### src/include/core_params.svh
//////////////////////////////////////////////////////////////////////
// fixed addresses and sizes for the arcade wrapper glue
// bridge addresses are full 32-bit matches, no partial decode
// data-table words are the host's 10-bit slot table indices
//////////////////////////////////////////////////////////////////////

`ifndef CORE_PARAMS_SVH
`define CORE_PARAMS_SVH

// operator setting registers on the host bridge
`define BRIDGE_ADDR_PLAYERS     32'h8000_0000
`define BRIDGE_ADDR_FIRST_BONUS 32'h9000_0000
`define BRIDGE_ADDR_NEXT_BONUS  32'h1000_0000
`define BRIDGE_ADDR_DIFFICULTY  32'h2000_0000

// data-table words
// rom slot size, read side
`define DT_ROM_SIZE_ADDR        10'd1
// save slot size, write side
`define DT_SAVE_SIZE_ADDR       10'd3

// save area reported back to the host, in bytes
`define SAVE_SIZE_BYTES         32'd65536

// poll divider points, 3-bit divider
`define POLL_WRITE_FROM         3'd5
`define POLL_SAMPLE_AT          3'd4

// hblank delay in pixel enables
`define HBLANK_DELAY            9

`endif
### src/core_pkg.sv
//////////////////////////////////////////////////////////////////////
// shared types for the wrapper glue
// all structs are packed, msb field listed first
//////////////////////////////////////////////////////////////////////

package core_pkg;

    // operator setting selector, from bridge address decode
    typedef enum logic [1:0] {
        players,
        first_bonus,
        next_bonus,
        difficulty
    } setting_sel_e;

    // four 2-bit operator settings
    typedef struct packed {
        logic [1:0] players;
        logic [1:0] first_bonus;
        logic [1:0] next_bonus;
        logic [1:0] difficulty;
    } core_settings_t;

    // controller key bitmap, face_start is bit 15, dpad_up bit 0
    typedef struct packed {
        logic face_start;
        logic face_select;
        logic trig_r3;
        logic trig_l3;
        logic trig_r2;
        logic trig_l2;
        logic trig_r1;
        logic trig_l1;
        logic face_y;
        logic face_x;
        logic face_b;
        logic face_a;
        logic dpad_right;
        logic dpad_left;
        logic dpad_down;
        logic dpad_up;
    } cont_key_t;

    // game switch bytes, active low
    typedef struct packed {
        logic [7:0] sw1;
        logic [7:0] sw2;
    } game_switches_t;

    // host bridge write side
    typedef struct packed {
        logic [31:0] addr;
        logic [31:0] data;
        logic        wr;
    } bridge_wr_t;

    // data-table port towards the host
    typedef struct packed {
        logic [9:0]  addr;
        logic [31:0] data;
        logic        wren;
    } dt_port_t;

    // poll loop phase
    typedef enum logic {
        poll_read,
        poll_write
    } poll_phase_e;

    // raw game video, syncs active low
    typedef struct packed {
        logic [3:0] r;
        logic [3:0] g;
        logic [3:0] b;
        logic       hs_n;
        logic       vs_n;
        logic       hblank;
        logic       vblank;
        logic       pix;
    } game_video_t;

    // scaler video word
    typedef struct packed {
        logic [23:0] rgb;
        logic        de;
        logic        hs;
        logic        vs;
    } scaler_video_t;

endpackage

### src/core_top.sv
//////////////////////////////////////////////////////////////////////
// glue top for one arcade core, single clock domain clk_74a
// game core sits outside, its video comes in on game
// pll_core_locked is the asynchronous, active-low reset
//////////////////////////////////////////////////////////////////////

`timescale 1ns/1ps

module core_top (
    input  logic                      clk_74a,
    input  logic                      pll_core_locked,

    // host bridge and data slots
    input  core_pkg::bridge_wr_t      bridge,
    input  logic                      reset_n,
    input  logic                      dataslot_requestwrite,
    input  logic                      dataslot_allcomplete,
    input  logic [31:0]               datatable_q,
    output core_pkg::dt_port_t        datatable,
    output logic [31:0]               rom_file_size,

    // controllers
    input  core_pkg::cont_key_t       cont1,
    input  core_pkg::cont_key_t       cont2,

    // towards the game
    output logic [7:0]                dip_switches,
    output core_pkg::game_switches_t  switches,
    output logic                      core_reset_n,

    // video
    input  core_pkg::game_video_t     game,
    output core_pkg::scaler_video_t   scaler
);

    // operator settings
    settings_regs u_settings_regs (
        .clk_74a         (clk_74a),
        .pll_core_locked (pll_core_locked),
        .bridge          (bridge),
        .dip_switches    (dip_switches)
    );

    // controls
    input_mapper u_input_mapper (
        .clk_74a         (clk_74a),
        .pll_core_locked (pll_core_locked),
        .cont1           (cont1),
        .cont2           (cont2),
        .switches        (switches)
    );

    // download gate and data table
    dataslot_control u_dataslot_control (
        .clk_74a               (clk_74a),
        .pll_core_locked       (pll_core_locked),
        .reset_n               (reset_n),
        .dataslot_requestwrite (dataslot_requestwrite),
        .dataslot_allcomplete  (dataslot_allcomplete),
        .datatable_q           (datatable_q),
        .datatable             (datatable),
        .rom_file_size         (rom_file_size),
        .core_reset_n          (core_reset_n)
    );

    // scaler video
    video_formatter u_video_formatter (
        .clk_74a         (clk_74a),
        .pll_core_locked (pll_core_locked),
        .game            (game),
        .scaler          (scaler)
    );

endmodule

### src/video_formatter.sv
//////////////////////////////////////////////////////////////////////
// game video to scaler video, everything advances on pixel enable
// pixel enable follows a rising edge of pix by one cycle
// rgb holds its last visible value while de is low
//////////////////////////////////////////////////////////////////////

`timescale 1ns/1ps

`include "core_params.svh"

module video_formatter (
    input  logic                     clk_74a,
    input  logic                     pll_core_locked,
    input  core_pkg::game_video_t    game,
    output core_pkg::scaler_video_t  scaler
);

    import core_pkg::*;

    logic                      pix_q;
    logic                      pix_en;
    logic [`HBLANK_DELAY-1:0]  hbl_sr;
    logic                      hbl_dly;
    logic                      active;
    logic                      hs_n_q;
    logic                      vs_n_q;
    logic                      de_q;
    logic                      hs_q;
    logic                      vs_q;
    logic [23:0]               rgb_q;

    //////////////////////////////////////////////////////////////////////
    // pixel enable
    //////////////////////////////////////////////////////////////////////

    always_ff @(posedge clk_74a or negedge pll_core_locked) begin
        if (!pll_core_locked) begin
            pix_q  <= 1'b0;
            pix_en <= 1'b0;
        end else begin
            pix_q  <= game.pix;
            // one cycle wide
            pix_en <= game.pix & ~pix_q;
        end
    end

    //////////////////////////////////////////////////////////////////////
    // blank delay and scaler word
    //////////////////////////////////////////////////////////////////////

    // oldest stage, hblank from HBLANK_DELAY enables back
    assign hbl_dly = hbl_sr[`HBLANK_DELAY-1];
    assign active  = ~(hbl_dly | game.vblank);

    always_ff @(posedge clk_74a or negedge pll_core_locked) begin
        if (!pll_core_locked) begin
            hbl_sr <= '0;
            hs_n_q <= 1'b1;
            vs_n_q <= 1'b1;
            de_q   <= 1'b0;
            hs_q   <= 1'b0;
            vs_q   <= 1'b0;
        end else if (pix_en) begin
            hbl_sr <= {hbl_sr[`HBLANK_DELAY-2:0], game.hblank};
            de_q   <= active;
            // pulse on the falling edge of each sync
            hs_q   <= hs_n_q & ~game.hs_n;
            vs_q   <= vs_n_q & ~game.vs_n;
            hs_n_q <= game.hs_n;
            vs_n_q <= game.vs_n;
        end
    end

    // 4 to 8 bit by repeating the nibble
    always_ff @(posedge clk_74a) begin
        if (pix_en && active) begin
            rgb_q <= {{2{game.r}}, {2{game.g}}, {2{game.b}}};
        end
    end

    assign scaler.rgb = rgb_q;
    assign scaler.de  = de_q;
    assign scaler.hs  = hs_q;
    assign scaler.vs  = vs_q;

endmodule

### src/dataslot_control.sv
//////////////////////////////////////////////////////////////////////
// download flag, gated game reset and the data-table poll loop
// dataslot strobes are single cycle, acknowledgement is fixed
// poll loop repeats every 8 cycles, read 5 and write 3
//////////////////////////////////////////////////////////////////////

`timescale 1ns/1ps

`include "core_params.svh"

module dataslot_control (
    input  logic                 clk_74a,
    input  logic                 pll_core_locked,
    input  logic                 reset_n,
    input  logic                 dataslot_requestwrite,
    input  logic                 dataslot_allcomplete,
    input  logic [31:0]          datatable_q,
    output core_pkg::dt_port_t   datatable,
    output logic [31:0]          rom_file_size,
    output logic                 core_reset_n
);

    import core_pkg::*;

    logic        download_q;
    logic [2:0]  div_q;
    poll_phase_e phase;
    dt_port_t    dt_q;
    logic [31:0] rom_size_q;

    //////////////////////////////////////////////////////////////////////
    // download flag
    //////////////////////////////////////////////////////////////////////

    // request wins over allcomplete
    always_ff @(posedge clk_74a or negedge pll_core_locked) begin
        if (!pll_core_locked) begin
            download_q <= 1'b0;
        end else if (dataslot_requestwrite) begin
            download_q <= 1'b1;
        end else if (dataslot_allcomplete) begin
            download_q <= 1'b0;
        end
    end

    // game held in reset for the whole download
    assign core_reset_n = reset_n & ~download_q;

    //////////////////////////////////////////////////////////////////////
    // data-table poller
    //////////////////////////////////////////////////////////////////////

    // upper part of the divider is the write window
    always_comb begin
        if (div_q >= `POLL_WRITE_FROM) begin
            phase = poll_write;
        end else begin
            phase = poll_read;
        end
    end

    always_ff @(posedge clk_74a or negedge pll_core_locked) begin
        if (!pll_core_locked) begin
            div_q      <= 3'd0;
            dt_q       <= '0;
            rom_size_q <= 32'd0;
        end else begin
            // free running, wraps every 8
            div_q <= div_q + 3'd1;
            case (phase)
                poll_write: begin
                    // report the save area size
                    dt_q.wren <= 1'b1;
                    dt_q.addr <= `DT_SAVE_SIZE_ADDR;
                    dt_q.data <= `SAVE_SIZE_BYTES;
                end
                poll_read: begin
                    // data holds, only addr and wren move
                    dt_q.wren <= 1'b0;
                    dt_q.addr <= `DT_ROM_SIZE_ADDR;
                    // q has settled on the rom size word by now
                    if (div_q == `POLL_SAMPLE_AT) begin
                        rom_size_q <= datatable_q;
                    end
                end
                default: dt_q <= dt_q;
            endcase
        end
    end

    assign datatable     = dt_q;
    assign rom_file_size = rom_size_q;

endmodule

### src/input_mapper.sv
//////////////////////////////////////////////////////////////////////
// maps two controllers onto the game's switch bytes
// outputs are active low and registered, one cycle behind the keys
// coin is shared, pause has no game input here
//////////////////////////////////////////////////////////////////////

`timescale 1ns/1ps

module input_mapper (
    input  logic                      clk_74a,
    input  logic                      pll_core_locked,
    input  core_pkg::cont_key_t       cont1,
    input  core_pkg::cont_key_t       cont2,
    output core_pkg::game_switches_t  switches
);

    import core_pkg::*;

    game_switches_t sw_next;
    game_switches_t sw_q;
    logic           coin;

    // either player's select drops a coin
    assign coin = cont1.face_select | cont2.face_select;

    // player 1 byte, start buttons of both players live here
    assign sw_next.sw1 = {
        1'b1,
        ~cont2.face_start,
        ~cont1.face_start,
        ~cont1.face_a,
        ~cont1.dpad_down,
        ~cont1.dpad_up,
        ~cont1.dpad_left,
        ~cont1.dpad_right
    };

    // player 2 byte
    // bit 4 is a spare input, held released
    assign sw_next.sw2 = {
        1'b1,
        1'b1,
        ~coin,
        1'b1,
        ~cont2.face_a,
        ~cont2.dpad_down,
        ~cont2.dpad_up,
        ~cont2.dpad_left
    };

    // all released out of reset
    always_ff @(posedge clk_74a or negedge pll_core_locked) begin
        if (!pll_core_locked) begin
            sw_q <= '1;
        end else begin
            sw_q <= sw_next;
        end
    end

    assign switches = sw_q;

endmodule

### src/settings_regs.sv
//////////////////////////////////////////////////////////////////////
// operator settings written over the host bridge
// only data bits [1:0] of a write are kept
// dip byte is combinational from the registered settings
//////////////////////////////////////////////////////////////////////

`timescale 1ns/1ps

`include "core_params.svh"

module settings_regs (
    input  logic                   clk_74a,
    input  logic                   pll_core_locked,
    input  core_pkg::bridge_wr_t   bridge,
    output logic [7:0]             dip_switches
);

    import core_pkg::*;

    core_settings_t settings_q;
    setting_sel_e   sel;
    logic           hit;

    //////////////////////////////////////////////////////////////////////
    // address decode
    //////////////////////////////////////////////////////////////////////

    // full address match, anything else is ignored
    always_comb begin
        hit = 1'b1;
        sel = players;
        case (bridge.addr)
            `BRIDGE_ADDR_PLAYERS:     sel = players;
            `BRIDGE_ADDR_FIRST_BONUS: sel = first_bonus;
            `BRIDGE_ADDR_NEXT_BONUS:  sel = next_bonus;
            `BRIDGE_ADDR_DIFFICULTY:  sel = difficulty;
            default:                  hit = 1'b0;
        endcase
    end

    // one field per write
    always_ff @(posedge clk_74a or negedge pll_core_locked) begin
        if (!pll_core_locked) begin
            settings_q <= '0;
        end else if (bridge.wr && hit) begin
            case (sel)
                players:     settings_q.players     <= bridge.data[1:0];
                first_bonus: settings_q.first_bonus <= bridge.data[1:0];
                next_bonus:  settings_q.next_bonus  <= bridge.data[1:0];
                difficulty:  settings_q.difficulty  <= bridge.data[1:0];
                default:     settings_q             <= settings_q;
            endcase
        end
    end

    //////////////////////////////////////////////////////////////////////
    // dip byte packing
    //////////////////////////////////////////////////////////////////////

    // game wants each pair high bit first from bit 0 upward
    assign dip_switches = {
        settings_q.players[0],
        settings_q.players[1],
        settings_q.next_bonus[0],
        settings_q.next_bonus[1],
        settings_q.first_bonus[0],
        settings_q.first_bonus[1],
        settings_q.difficulty[0],
        settings_q.difficulty[1]
    };

endmodule

### config.mk
export PLATFORM = sky130hd
export DESIGN_NAME = core_top
export DESIGN_NICKNAME = d
export VERILOG_FILES = /design/src/core_pkg.sv /design/src/core_top.sv /design/src/video_formatter.sv /design/src/dataslot_control.sv /design/src/input_mapper.sv /design/src/settings_regs.sv
export VERILOG_INCLUDE_DIRS = /design/src /design/src/include
export SDC_FILE = /design/constraint.sdc
export NUM_CORES = 1
export LEC_CHECK = 0
export ABC_AREA = 1
export BUFFER_PORTS_ARGS = -buffer_cell sky130_fd_sc_hd__buf_2
export CORE_AREA = 2 2 107 109
export CTS_BUF_LIST = sky130_fd_sc_hd__clkbuf_16
export DETAILED_ROUTE_END_ITERATION = 7
export DIE_AREA = 0 0 109 111
export PLACE_DENSITY = 0.8
export SLEW_MARGIN = 20
export SYNTH_ARGS = -nofsm -noshare
export SYNTH_HDL_FRONTEND = slang
export SYNTH_SLANG_ARGS = --single-unit
export TNS_END_PERCENT = 1
### constraint.sdc
create_clock -name clk_74a -period 3.1 [get_ports clk_74a]
set_input_delay 0 -clock clk_74a [delete_from_list [all_inputs] [get_ports clk_74a]]
set_output_delay 0 -clock clk_74a [all_outputs]
set_load 0.02 [all_outputs]
; After elaboration in Yosys (flattened, before gate mapping)
; Index checks and enable logic that the tools add are counted.
; Widths: inputs -> output; s select.
[totals]
reg_bits = 108
output_inout_bits = 127
wordCells = 72
[classes]
addsub = 1
order_cmp = 1
eq_ne = 8
n_mux = 7
bitwise = 24
n_reduce_logical = 10
[ops]
columns = op, count
row1 = $eq 32x32->1 const B, 2
row2 = $eq 32x29->1 const B, 1
row3 = $eq 32x30->1 const B, 1
row4 = $pmux 10 s2, 1
row5 = $not 1->1, 18
row6 = $reduce_and 2->1, 5
row7 = $pmux 2 s3, 1
row8 = $and 1x1->1, 4
row9 = $eq 2x2->1 const B, 2
row10 = $mux 1, 4
row11 = $reduce_or 4->1, 1
row12 = $add 3x1->3 const B, 1
row13 = $eq 3x3->1 const B, 1
row14 = $ge 3x3->1 const B, 1
row15 = $eq 2x1->1 const B, 1
row16 = $logic_and 1x1->1, 2
row17 = $logic_not 2->1, 1
row18 = $or 1x1->1, 2
row19 = $pmux 1 s2, 1
row20 = $reduce_bool 2->1, 1

; Longest topological paths before layout
; Gate-level depths: netlist (run 1).
[depth]
ltp_word = 5
depth_mapped = 9

; Modules after synthesis
; Synthesis (run 1) repeated with hierarchy kept, for this count alone.
[unflattened]
cells_unflattened = 417
hier_area_um2 = 3981.3
[modules_own_cells]
columns = mod, instances, cells_per_inst, area_each_um2, seq_area_each_um2
row1 = dataslot_control, 1, 203, 1880.6, 975.9
row2 = video_formatter, 1, 89, 1076.0, 763.2
row3 = settings_regs, 1, 96, 630.6, 200.2
row4 = input_mapper, 1, 29, 394.1, 315.3

; Worst setup path after synthesis (run 1)
; No wires, ideal clock.
[synth_timing]
path_kind = flip-flop to flip-flop
start = reg u_video_formatter.pix_en
end = reg u_video_formatter.rgb_q[12], enable pin
setup_ns = 0.399
arrival_time_ns = 1.343
setup_slack_ns = 1.359
stages_incl_launch_ff = 3
period_less_slack_ns = 1.741
path_cell_list = dfrtp_1 inv_1 nor3_1
[synth_via]
elab_chain_len = 1
[synth_lines]
columns = element, line_no
row1 = "start, declared", video_formatter.sv:21  ; logic pix_en;
row2 = "start signal, assigned", video_formatter.sv:43  ; pix_en <= game.pix & ~pix_q;
row3 = $logic_and 1x1->1, video_formatter.sv:76  ; if (pix_en && active) begin
row4 = "end signal, assigned", video_formatter.sv:77  ; rgb_q <= {{2{game.r}}, {2{game.g}}, {2{game.b}}};
row5 = "end, declared", video_formatter.sv:30  ; logic [23:0] rgb_q;
; Every way passes these cells.
; A chain may end at the register's enable or synchronous reset.

; Worst setup path after layout (run 1)
[layout_timing]
start = reg u_dataslot_control.div_q[1]
end = reg u_dataslot_control.rom_size_q[23] (netlist: u_dataslot_control.rom_file_size[23])
[layout_via]
elab_chain_len = 4
elab_cells_between_ends = 5
cone_classes = order compare (1) / eq/ne (1) / mux (1) / bitwise (1) / reduce/logical (1)
[layout_lines]
columns = element, line_no
row1 = "start, declared", dataslot_control.sv:26  ; logic [2:0] div_q;
row2 = "start signal, assigned", dataslot_control.sv:69  ; div_q <= div_q + 3'd1;
row3 = $ge 3x3->1 (no line), -
row4 = $mux 1, dataslot_control.sv:55  ; if (div_q >= `POLL_WRITE_FROM) begin
row5 = $not 1->1, -
row6 = $reduce_and 2->1 (no line) (*), -
row7 = "end signal, assigned", dataslot_control.sv:83  ; rom_size_q <= datatable_q;
row8 = "end, declared", dataslot_control.sv:29  ; logic [31:0] rom_size_q;
; Every way passes the cells marked *; elsewhere a longest branch is shown, timed or not.

==> summary.txt, run 1 <==
Clocking
  • TritonCTS Buffers: 9
  • Clk Latency, worst-skew pair: 330 ps
  • Clock Path Buffers: 2
  • Clk slew on worst S/H paths: 60 ps
  • CTS Sinks: 87
  • H-Tree Depth: 3
  • TritonCTS clock tree: built
  • CTS root buffer: clkbuf_16

Global route
  • Initial antenna violation count: 0
  • Vias in the first global route: 3141
  • GRT overflow: 0
  • Largest net degree at the start of global routing: 76
  • Tot GR Track Use: 15.3%
  • First-pass GRT wire length: 14500 um

Layout
  • Reg area: 2250 sq um
  • ANT cells: 0
  • Multi-input logic area: 1260 sq um
  • Nets: 737
  • Finished Cell Area: 5700 sq um
  • Layout area overhead: 44.3%
  • Filler cell count: 979
  • Fin cells: 731
  • Share of layout cells above drive strength 1: 45.6%

Placement
  • Place WS: 710 ps
  • PortBufs: 185
  • RePlAce Congestion: 0.798
  • Hpwl dp: 6150 um
  • Cell Area, Placed: 4750 sq um
  • Placed cells: 647

Synthesis
  • Cell variety after synth: 29
  • Synthesized instance count: 339
  • Synth area leader: dfrtp_1
  • Mapped Area: 3950 sq um
  • Avg Cell Area, Syn: 11.7 sq um
  • Yosys warns: 0
  • Seq/Total Area, Yosys: 57.1%
  • Synth area leaders: dfrtp_1, mux2_4, buf_4
  • Synth top area share: 38.6%
  • Seq cells post-synth: 87

Floorplanning
  • Core area: 11100 sq um
  • Initial Util: 35.7%
  • Die Y-Extent: 111 um
  • Die extent in x: 109 um
  • Die area: 12100 sq um
  • Site Rows: 39
  • I/O pin count: 278

Pwr
  • Pwr/cell area: 465 nW/um^2
  • Int Pwr: 1.96 mW
  • Gate power share: 15.4%
  • Clock power frac: 36.7%
  • Switch Pwr: 686 uW
  • Reg power frac: 48.0%
  • Switching Share: 25.9%
  • Worst VDD drop: 270 uV
  • Leakage: 2.99 nW

Setup path
  • Worst path depth: 6
  • Slowest stage cell, crit path: nand3_2
  • Crit-path cells: inv_1, ha_1, nor2_2, nand3_2, buf_4, mux2_4
  • Worst Path Required: 3310 ps
  • Crit-path leading delay family: simple AND/OR/NAND/NOR gates
  • Worst-path fanout max: 24
  • CP Class: reg2reg
  • Reg2Reg Depth: 6
  • CP arrival: 2580 ps
  • Critical path launch point type: register
  • CP bufs+invs: 2
  • CP Capture Type: register
  • Critical path's largest stage delay: 660 ps

Timing
  • Rel. slew slack: 38.2%
  • Setup violators final: 0
  • Slack of the critical path: 730 ps
  • Worst-margin pin slew: 927 ps
  • Final Hold Vio Count: 0
  • Setup repair after global routing missed its margin: false
  • Achievable Freq: 422 MHz
  • Total Neg Setup Slack: 0 ps
  • Max-slew violation count: 0
  • Final min period: 2370 ps
  • Fin crit share: 76.4%
  • Setup skew after layout: 3.28 ps

Routing
  • Drt total wl: 9060 um
  • Via-to-Cell Ratio: 4.21
  • Final ANT Viol Nets: 0
  • Detailed Route Iter0 Violations: 71
  • Drt drc: 0
  • Post-DR wirelength/cell: 12.4 um
  • First-pass DRT Iterations: 6
  • Vias: 3077

Job
  • Max Cap Viol: 0

Worst hold path
  • Worst hold-check path type: in2reg
  • Hold path cells: 6

Run status
  • Status: finished clean
## synth_stat cells
master    count
edfxtp_1     12
dfrtp_1      61
o21bai_1      1
a21o_1        1
ha_1          3
nand4_1       6
buf_6         3
or2_2         1
clkbuf_1      2
o21ai_0       8
mux2_2        2
nand2_2       2
mux2_4       30
xor2_1        1
nand3_2       4
nand3_1       5
conb_1        2
nor2_1       33
nor2_4        1
nor3_2        1
a22o_1        2
buf_4        59
nor2_2        8
nor3b_1       1
inv_2         3
dfstp_2      14
nor3_1        2
nand2_1      45
inv_1        26
## cell usage in the layout (no fill, tap or decap), types with 4 or more instances in the layout
| cell | n |
|---|---|
| buf_2 | 184 |
| clkbuf_16 | 9 |
| conb_1 | 44 |
| dfrtp_1 | 61 |
| dfstp_2 | 14 |
| dlygate4sd3_1 | 68 |
| edfxtp_1 | 12 |
| inv_1 | 26 |
| mux2_4 | 30 |
| nand2_1 | 45 |
| nand3_1 | 5 |
| nand3_2 | 4 |
| nand4_1 | 6 |
| nor2_1 | 33 |
| nor2_2 | 8 |
| o21ai_0 | 8 |
## worst register-to-register path, stage by stage, from the launching register on
cell	delay, ps
dfrtp_1	390
inv_1	80
ha_1	190
nor2_2	130
nand3_2	660
buf_4	480
mux2_4	310
## flip-flops by register name, indices dropped and copies added (netlist names), 3 cells and up
register	cells
u_video_formatter.rgb_q	12
u_input_mapper.switches	12
u_dataslot_control.datatable	3
u_dataslot_control.div_q	3
u_dataslot_control.rom_file_size	32
u_settings_regs.dip_switches	8
u_video_formatter.hbl_sr	9
## worst paths after layout
path                       slack, ps                                                to                             startpoint
min in group asynchronous        370        u_dataslot_control.datatable[33]$_DFF_PN0_                        pll_core_locked
hold / removal                   110       u_settings_regs.dip_switches[1]$_DFFE_PN0P_                             bridge[61]
setup reg to reg                 730  u_dataslot_control.rom_file_size[23]$_DFFE_PN0P_  u_dataslot_control.div_q[1]$_DFF_PN0_
max in group asynchronous       2150       u_settings_regs.dip_switches[6]$_DFFE_PN0P_                        pll_core_locked
hold reg to reg                  390                u_video_formatter.pix_en$_DFF_PN0_      u_video_formatter.pix_q$_DFF_PN0_
setup / recovery                 730  u_dataslot_control.rom_file_size[23]$_DFFE_PN0P_  u_dataslot_control.div_q[1]$_DFF_PN0_
## through the flow
step,util (%),power [mW],hold slack (ps)
after floorplan,-,1.53,-296
after global placement,42.8,1.61,109
after detailed placement,42.8,1.63,113
after CTS,51.4,2.69,94.0
after global routing,51.4,2.78,125
final,51.4,2.65,109
## area by class of cell
type	instances	share of cell area, %
well taps	143	3.14
clock buffers	9	3.95
clock inverters	7	0.812
flip-flops and latches	87	39.6
repair buffers	255	28.5
inverters	29	1.91
multi-input cells	201	22.1
## power by group through the flow
stage / sequential, mW / clock, mW / combinational (mW)
finish: 1.27 / 0.971 / 0.406
global route: 1.28 / 1.06 / 0.444
CTS: 1.27 / 1.01 / 0.406
detailed placement: 1.29 / 0 / 0.339
global placement: 1.29 / 0 / 0.330
floorplan: 1.33 / 0 / 0.200
## metal layers
metal  GRT usage, %  share of wire (%)  vias to the layer above
met5              0                  0                        -
met2           27.7                 52                      141
met3           3.41                7.0                       27
met1           16.2                 38                     1443
li1               -                  -                     1466
met4           8.29                3.4                        0
## logic make-up (layout without fill, tap and decap cells)
family	count (synthesis)	after routing	share of synthesized area (%)
simple gates	109	109	12.7
buf+inv	93	300	15.0
flops	87	87	57.1
mux	32	32	12.0
compound gates	12	12	1.84
fa+ha+maj	3	3	0.950
other cells	2	44	0.190
xor+xnor	1	1	0.222
## timing repair
item | 4_1_cts | 5_1_grt
resized for setup | 0 | 0
setup buffers | 0 | 0
hold buffers | 68 | 0
hold endpoints to repair | 133 | 0
Note: power is estimated with default switching activity, not from simulation.
==> run 2: changes to the inputs <==
--- a/config.mk
+++ b/config.mk
@@ -8,11 +8,11 @@
 export LEC_CHECK = 0
 export ABC_AREA = 1
 export BUFFER_PORTS_ARGS = -buffer_cell sky130_fd_sc_hd__buf_2
-export CORE_AREA = 2 2 107 109
+export CORE_MARGIN = 2
+export CORE_UTILIZATION = 37
 export CTS_BUF_LIST = sky130_fd_sc_hd__clkbuf_16
 export DETAILED_ROUTE_END_ITERATION = 7
-export DIE_AREA = 0 0 109 111
-export PLACE_DENSITY = 0.8
+export PLACE_DENSITY = 0.84
 export SLEW_MARGIN = 20
 export SYNTH_ARGS = -nofsm -noshare
 export SYNTH_HDL_FRONTEND = slang
==> constraint.sdc (replaced) <==
create_clock -name clk_74a -period 2 [get_ports clk_74a]
set_input_delay 0 -clock clk_74a [delete_from_list [all_inputs] [get_ports clk_74a]]
set_output_delay 0 -clock clk_74a [all_outputs]
set_load 0.02 [all_outputs]
==> run 2 against run 1 <==
Compared with the run above: power grew 55%; sequential power grew 55%; final cell count decreased by 0.14%.
==> summary.txt, run 2 (synthesis gave the netlist of run 1 again) <==
Setup path
  • CP arrival: 1890 ps (-690 ps)
  • Worst Path Required: 2200 ps (-1110 ps)
  • Crit-path leading delay family: buffers and inverters
  • Critical path's largest stage delay: 550 ps (-110 ps)
  • Crit-path cells: dlygate4sd3_1, buf_2, nand3_1, dlygate4sd3_1, nand2_1, dlygate4sd3_1
  • CP Class: in2reg
  • RR Startpoint: u_dataslot_control.div_q[1]$_DFF_PN0_
  • Critical path's most frequent cell: dlygate4sd3_1
  • Slowest stage cell, crit path: dlygate4sd3_1
  • CP bufs+invs: 4 (+2)
  • Worst-path fanout max: 4 (-83%)
  • Critical path launch point type: input port
  • Critical path origin: bridge[0]
  • CP Capture Type: register

Clocking
  • Clk Latency, worst-skew pair: 320 ps (about the same)
  • CTS root buffer: clkbuf_16
  • H-Tree Depth: 3 (unchanged)
  • TritonCTS Buffers: 9 (unchanged)
  • CTS Sinks: 87 (unchanged)
  • TritonCTS clock tree: built
  • Clk slew on worst S/H paths: 60 ps (about the same)
  • Clock Path Buffers: 2 (unchanged)

Layout
  • Share of layout cells above drive strength 1: 45.5% (-0.047 points)
  • Commonest non-fill, non-tap cell in the layout: buf_2
  • Nets: 742 (+0.68%)
  • Layout area overhead: 45.5%
  • Max reg flops: 32 (unchanged)
  • Most frequent cells in the layout: buf_2, dlygate4sd3_1, dfrtp_1
  • Finished Cell Area: 5750 sq um (+0.90%)

Timing
  • Achievable Freq: 594 MHz
  • Total Neg Setup Slack: 0 ps (unchanged)
  • Final Hold Vio Count: 0 (unchanged)
  • Fin crit share: 84.2%
  • Worst-margin pin slew: 942 ps (+15.1 ps)
  • Setup skew after layout: 8.72 ps (+5.44 ps)
  • Slack of the critical path: 316 ps (-414 ps)
  • Final min period: 1680 ps
  • Setup repair after global routing missed its margin: false
  • Max-slew violation count: 0 (unchanged)
  • Setup violators final: 0 (unchanged)
  • Rel. slew slack: 37.2% (-1.0 points)
  • Hold_ws: 114 ps (+5.55 ps)

Routing
  • Post-DR wirelength/cell: 13.1 um (+6.0%)
  • Final ANT Viol Nets: 0 (unchanged)
  • Via-to-Cell Ratio: 4.26 (+1.2%)
  • First-pass DRT Iterations: 4 (-2)
  • Detailed Route Iter0 Violations: 81 (+14%)
  • Vias: 3111 (+1.1%)
  • Drt drc: 0 (unchanged)
  • Drt total wl: 9590 um (+5.8%)

Placement
  • Hpwl dp: 6270 um (+1.9%)
  • Cell Area, Placed: 4770 sq um (+0.55%)
  • RePlAce Congestion: 0.861 (+7.9%)
  • PortBufs: 185 (unchanged)
  • Place WS: 483 ps (-227 ps)

Global route
  • GRT overflow: 0 (unchanged)
  • First-pass GRT wire length: 15200 um (+5.0%)
  • Tot GR Track Use: 16.9% (+1.5 points)
  • Largest net degree at the start of global routing: 76 (unchanged)
  • Vias in the first global route: 3210 (+2.2%)
  • Initial antenna violation count: 0 (unchanged)

Floorplanning
  • Die extent in x: 107 um (-1.5%)
  • Core area: 10300 sq um (-6.8%)
  • I/O pin count: 278 (unchanged)
  • Die Y-Extent: 107 um (-3.3%)
  • Initial Util: 38.3% (+2.6 points)
  • Site Rows: 37 (-5.1%)
  • Die area: 11500 sq um (-4.8%)

Worst hold path
  • Hold wc startpoint: bridge[63]
  • Worst hold-check path type: in2reg

Run status
  • Status: finished clean

Pwr
  • Pwr/cell area: 716 nW/um^2 (+54%)
  • Final Power: 4.12 mW (+55%)
  • Leakage: 3.01 nW (+0.74%)
  • Worst VDD drop: 399 uV (+48%)

Job
  • Max Cap Viol: 0 (unchanged)
run 2: cell count changes in the layout (fill, tap and decap cells not counted), sizes merged:
cell	change
buf	+3
clkinv	-2
clkinvlp	+2
diode	+1
dlygate4sd3	+2
run 2: layout make-up:
| type | instances | area, sq um |
|---|---|---|
| clock buffers | 9 | 225 |
| clock inverters | 7 | 48.8 |
| fillers | 869 | 4570 |
| inverters | 29 | 109 |
| multi-input cells | 201 | 1260 |
| diodes | 1 | 2.50 |
| repair buffers | 260 | 1680 |
| well taps | 136 | 170 |
| flip-flops and latches | 87 | 2250 |
run 2: routing by layer:
layer	share of wire, %	routed length, um	global-route usage (%)
met5	0	0	0
met4	1.8	170	5.57
met3	6.8	649	4.42
met2	55	5260	32.2
met1	37	3500	17.7
run 2: worst paths after layout:
check / slack, ps / endpoint / depth (start not counted)
worst min register to register: 390 / u_video_formatter.pix_en$_DFF_PN0_ / 1
worst max-delay path: 320 / u_settings_regs.dip_switches[0]$_DFFE_PN0P_ / 6
worst min-delay path: 110 / u_settings_regs.dip_switches[2]$_DFFE_PN0P_ / 6
min in group asynchronous: 370 / u_dataslot_control.rom_file_size[9]$_DFFE_PN0P_ / 2
worst max register to register: 470 / u_dataslot_control.rom_file_size[3]$_DFFE_PN0P_ / 6
max in group asynchronous: 1010 / u_settings_regs.dip_switches[7]$_DFFE_PN0P_ / 2
run 2: power breakdown:
part           internal (mW)  total [mW]  leakage, nW  switching, mW
Combinational          0.285       0.639         1.87          0.354
Clock                  0.841        1.51        0.131          0.670
Sequential              1.92        1.97         1.00         0.0501
run 2: stage by stage:
step / cells / util, %
floorplan: 381 / -
global placement: 643 / 46.2
detailed placement: 643 / 46.2
CTS: 729 / 55.7
global route: 729 / 55.7
finish: 730 / 55.7
run 2: worst register-to-register path: cells and delay by family, from the launching register on:
family | cells | cell delay [ps]
buffers and inverters | 2 | 280
DFF | 1 | 380
muxes | 1 | 340
and+or+nand+nor | 2 | 220
adders and majority gates | 1 | 190
run 2: what timing repair did:
item | 4_1_cts | 5_1_grt
resized for setup | 0 | 0
hold buffers | 70 | 0
setup buffers | 0 | 0
endpoints found under the hold margin | 132 | 0
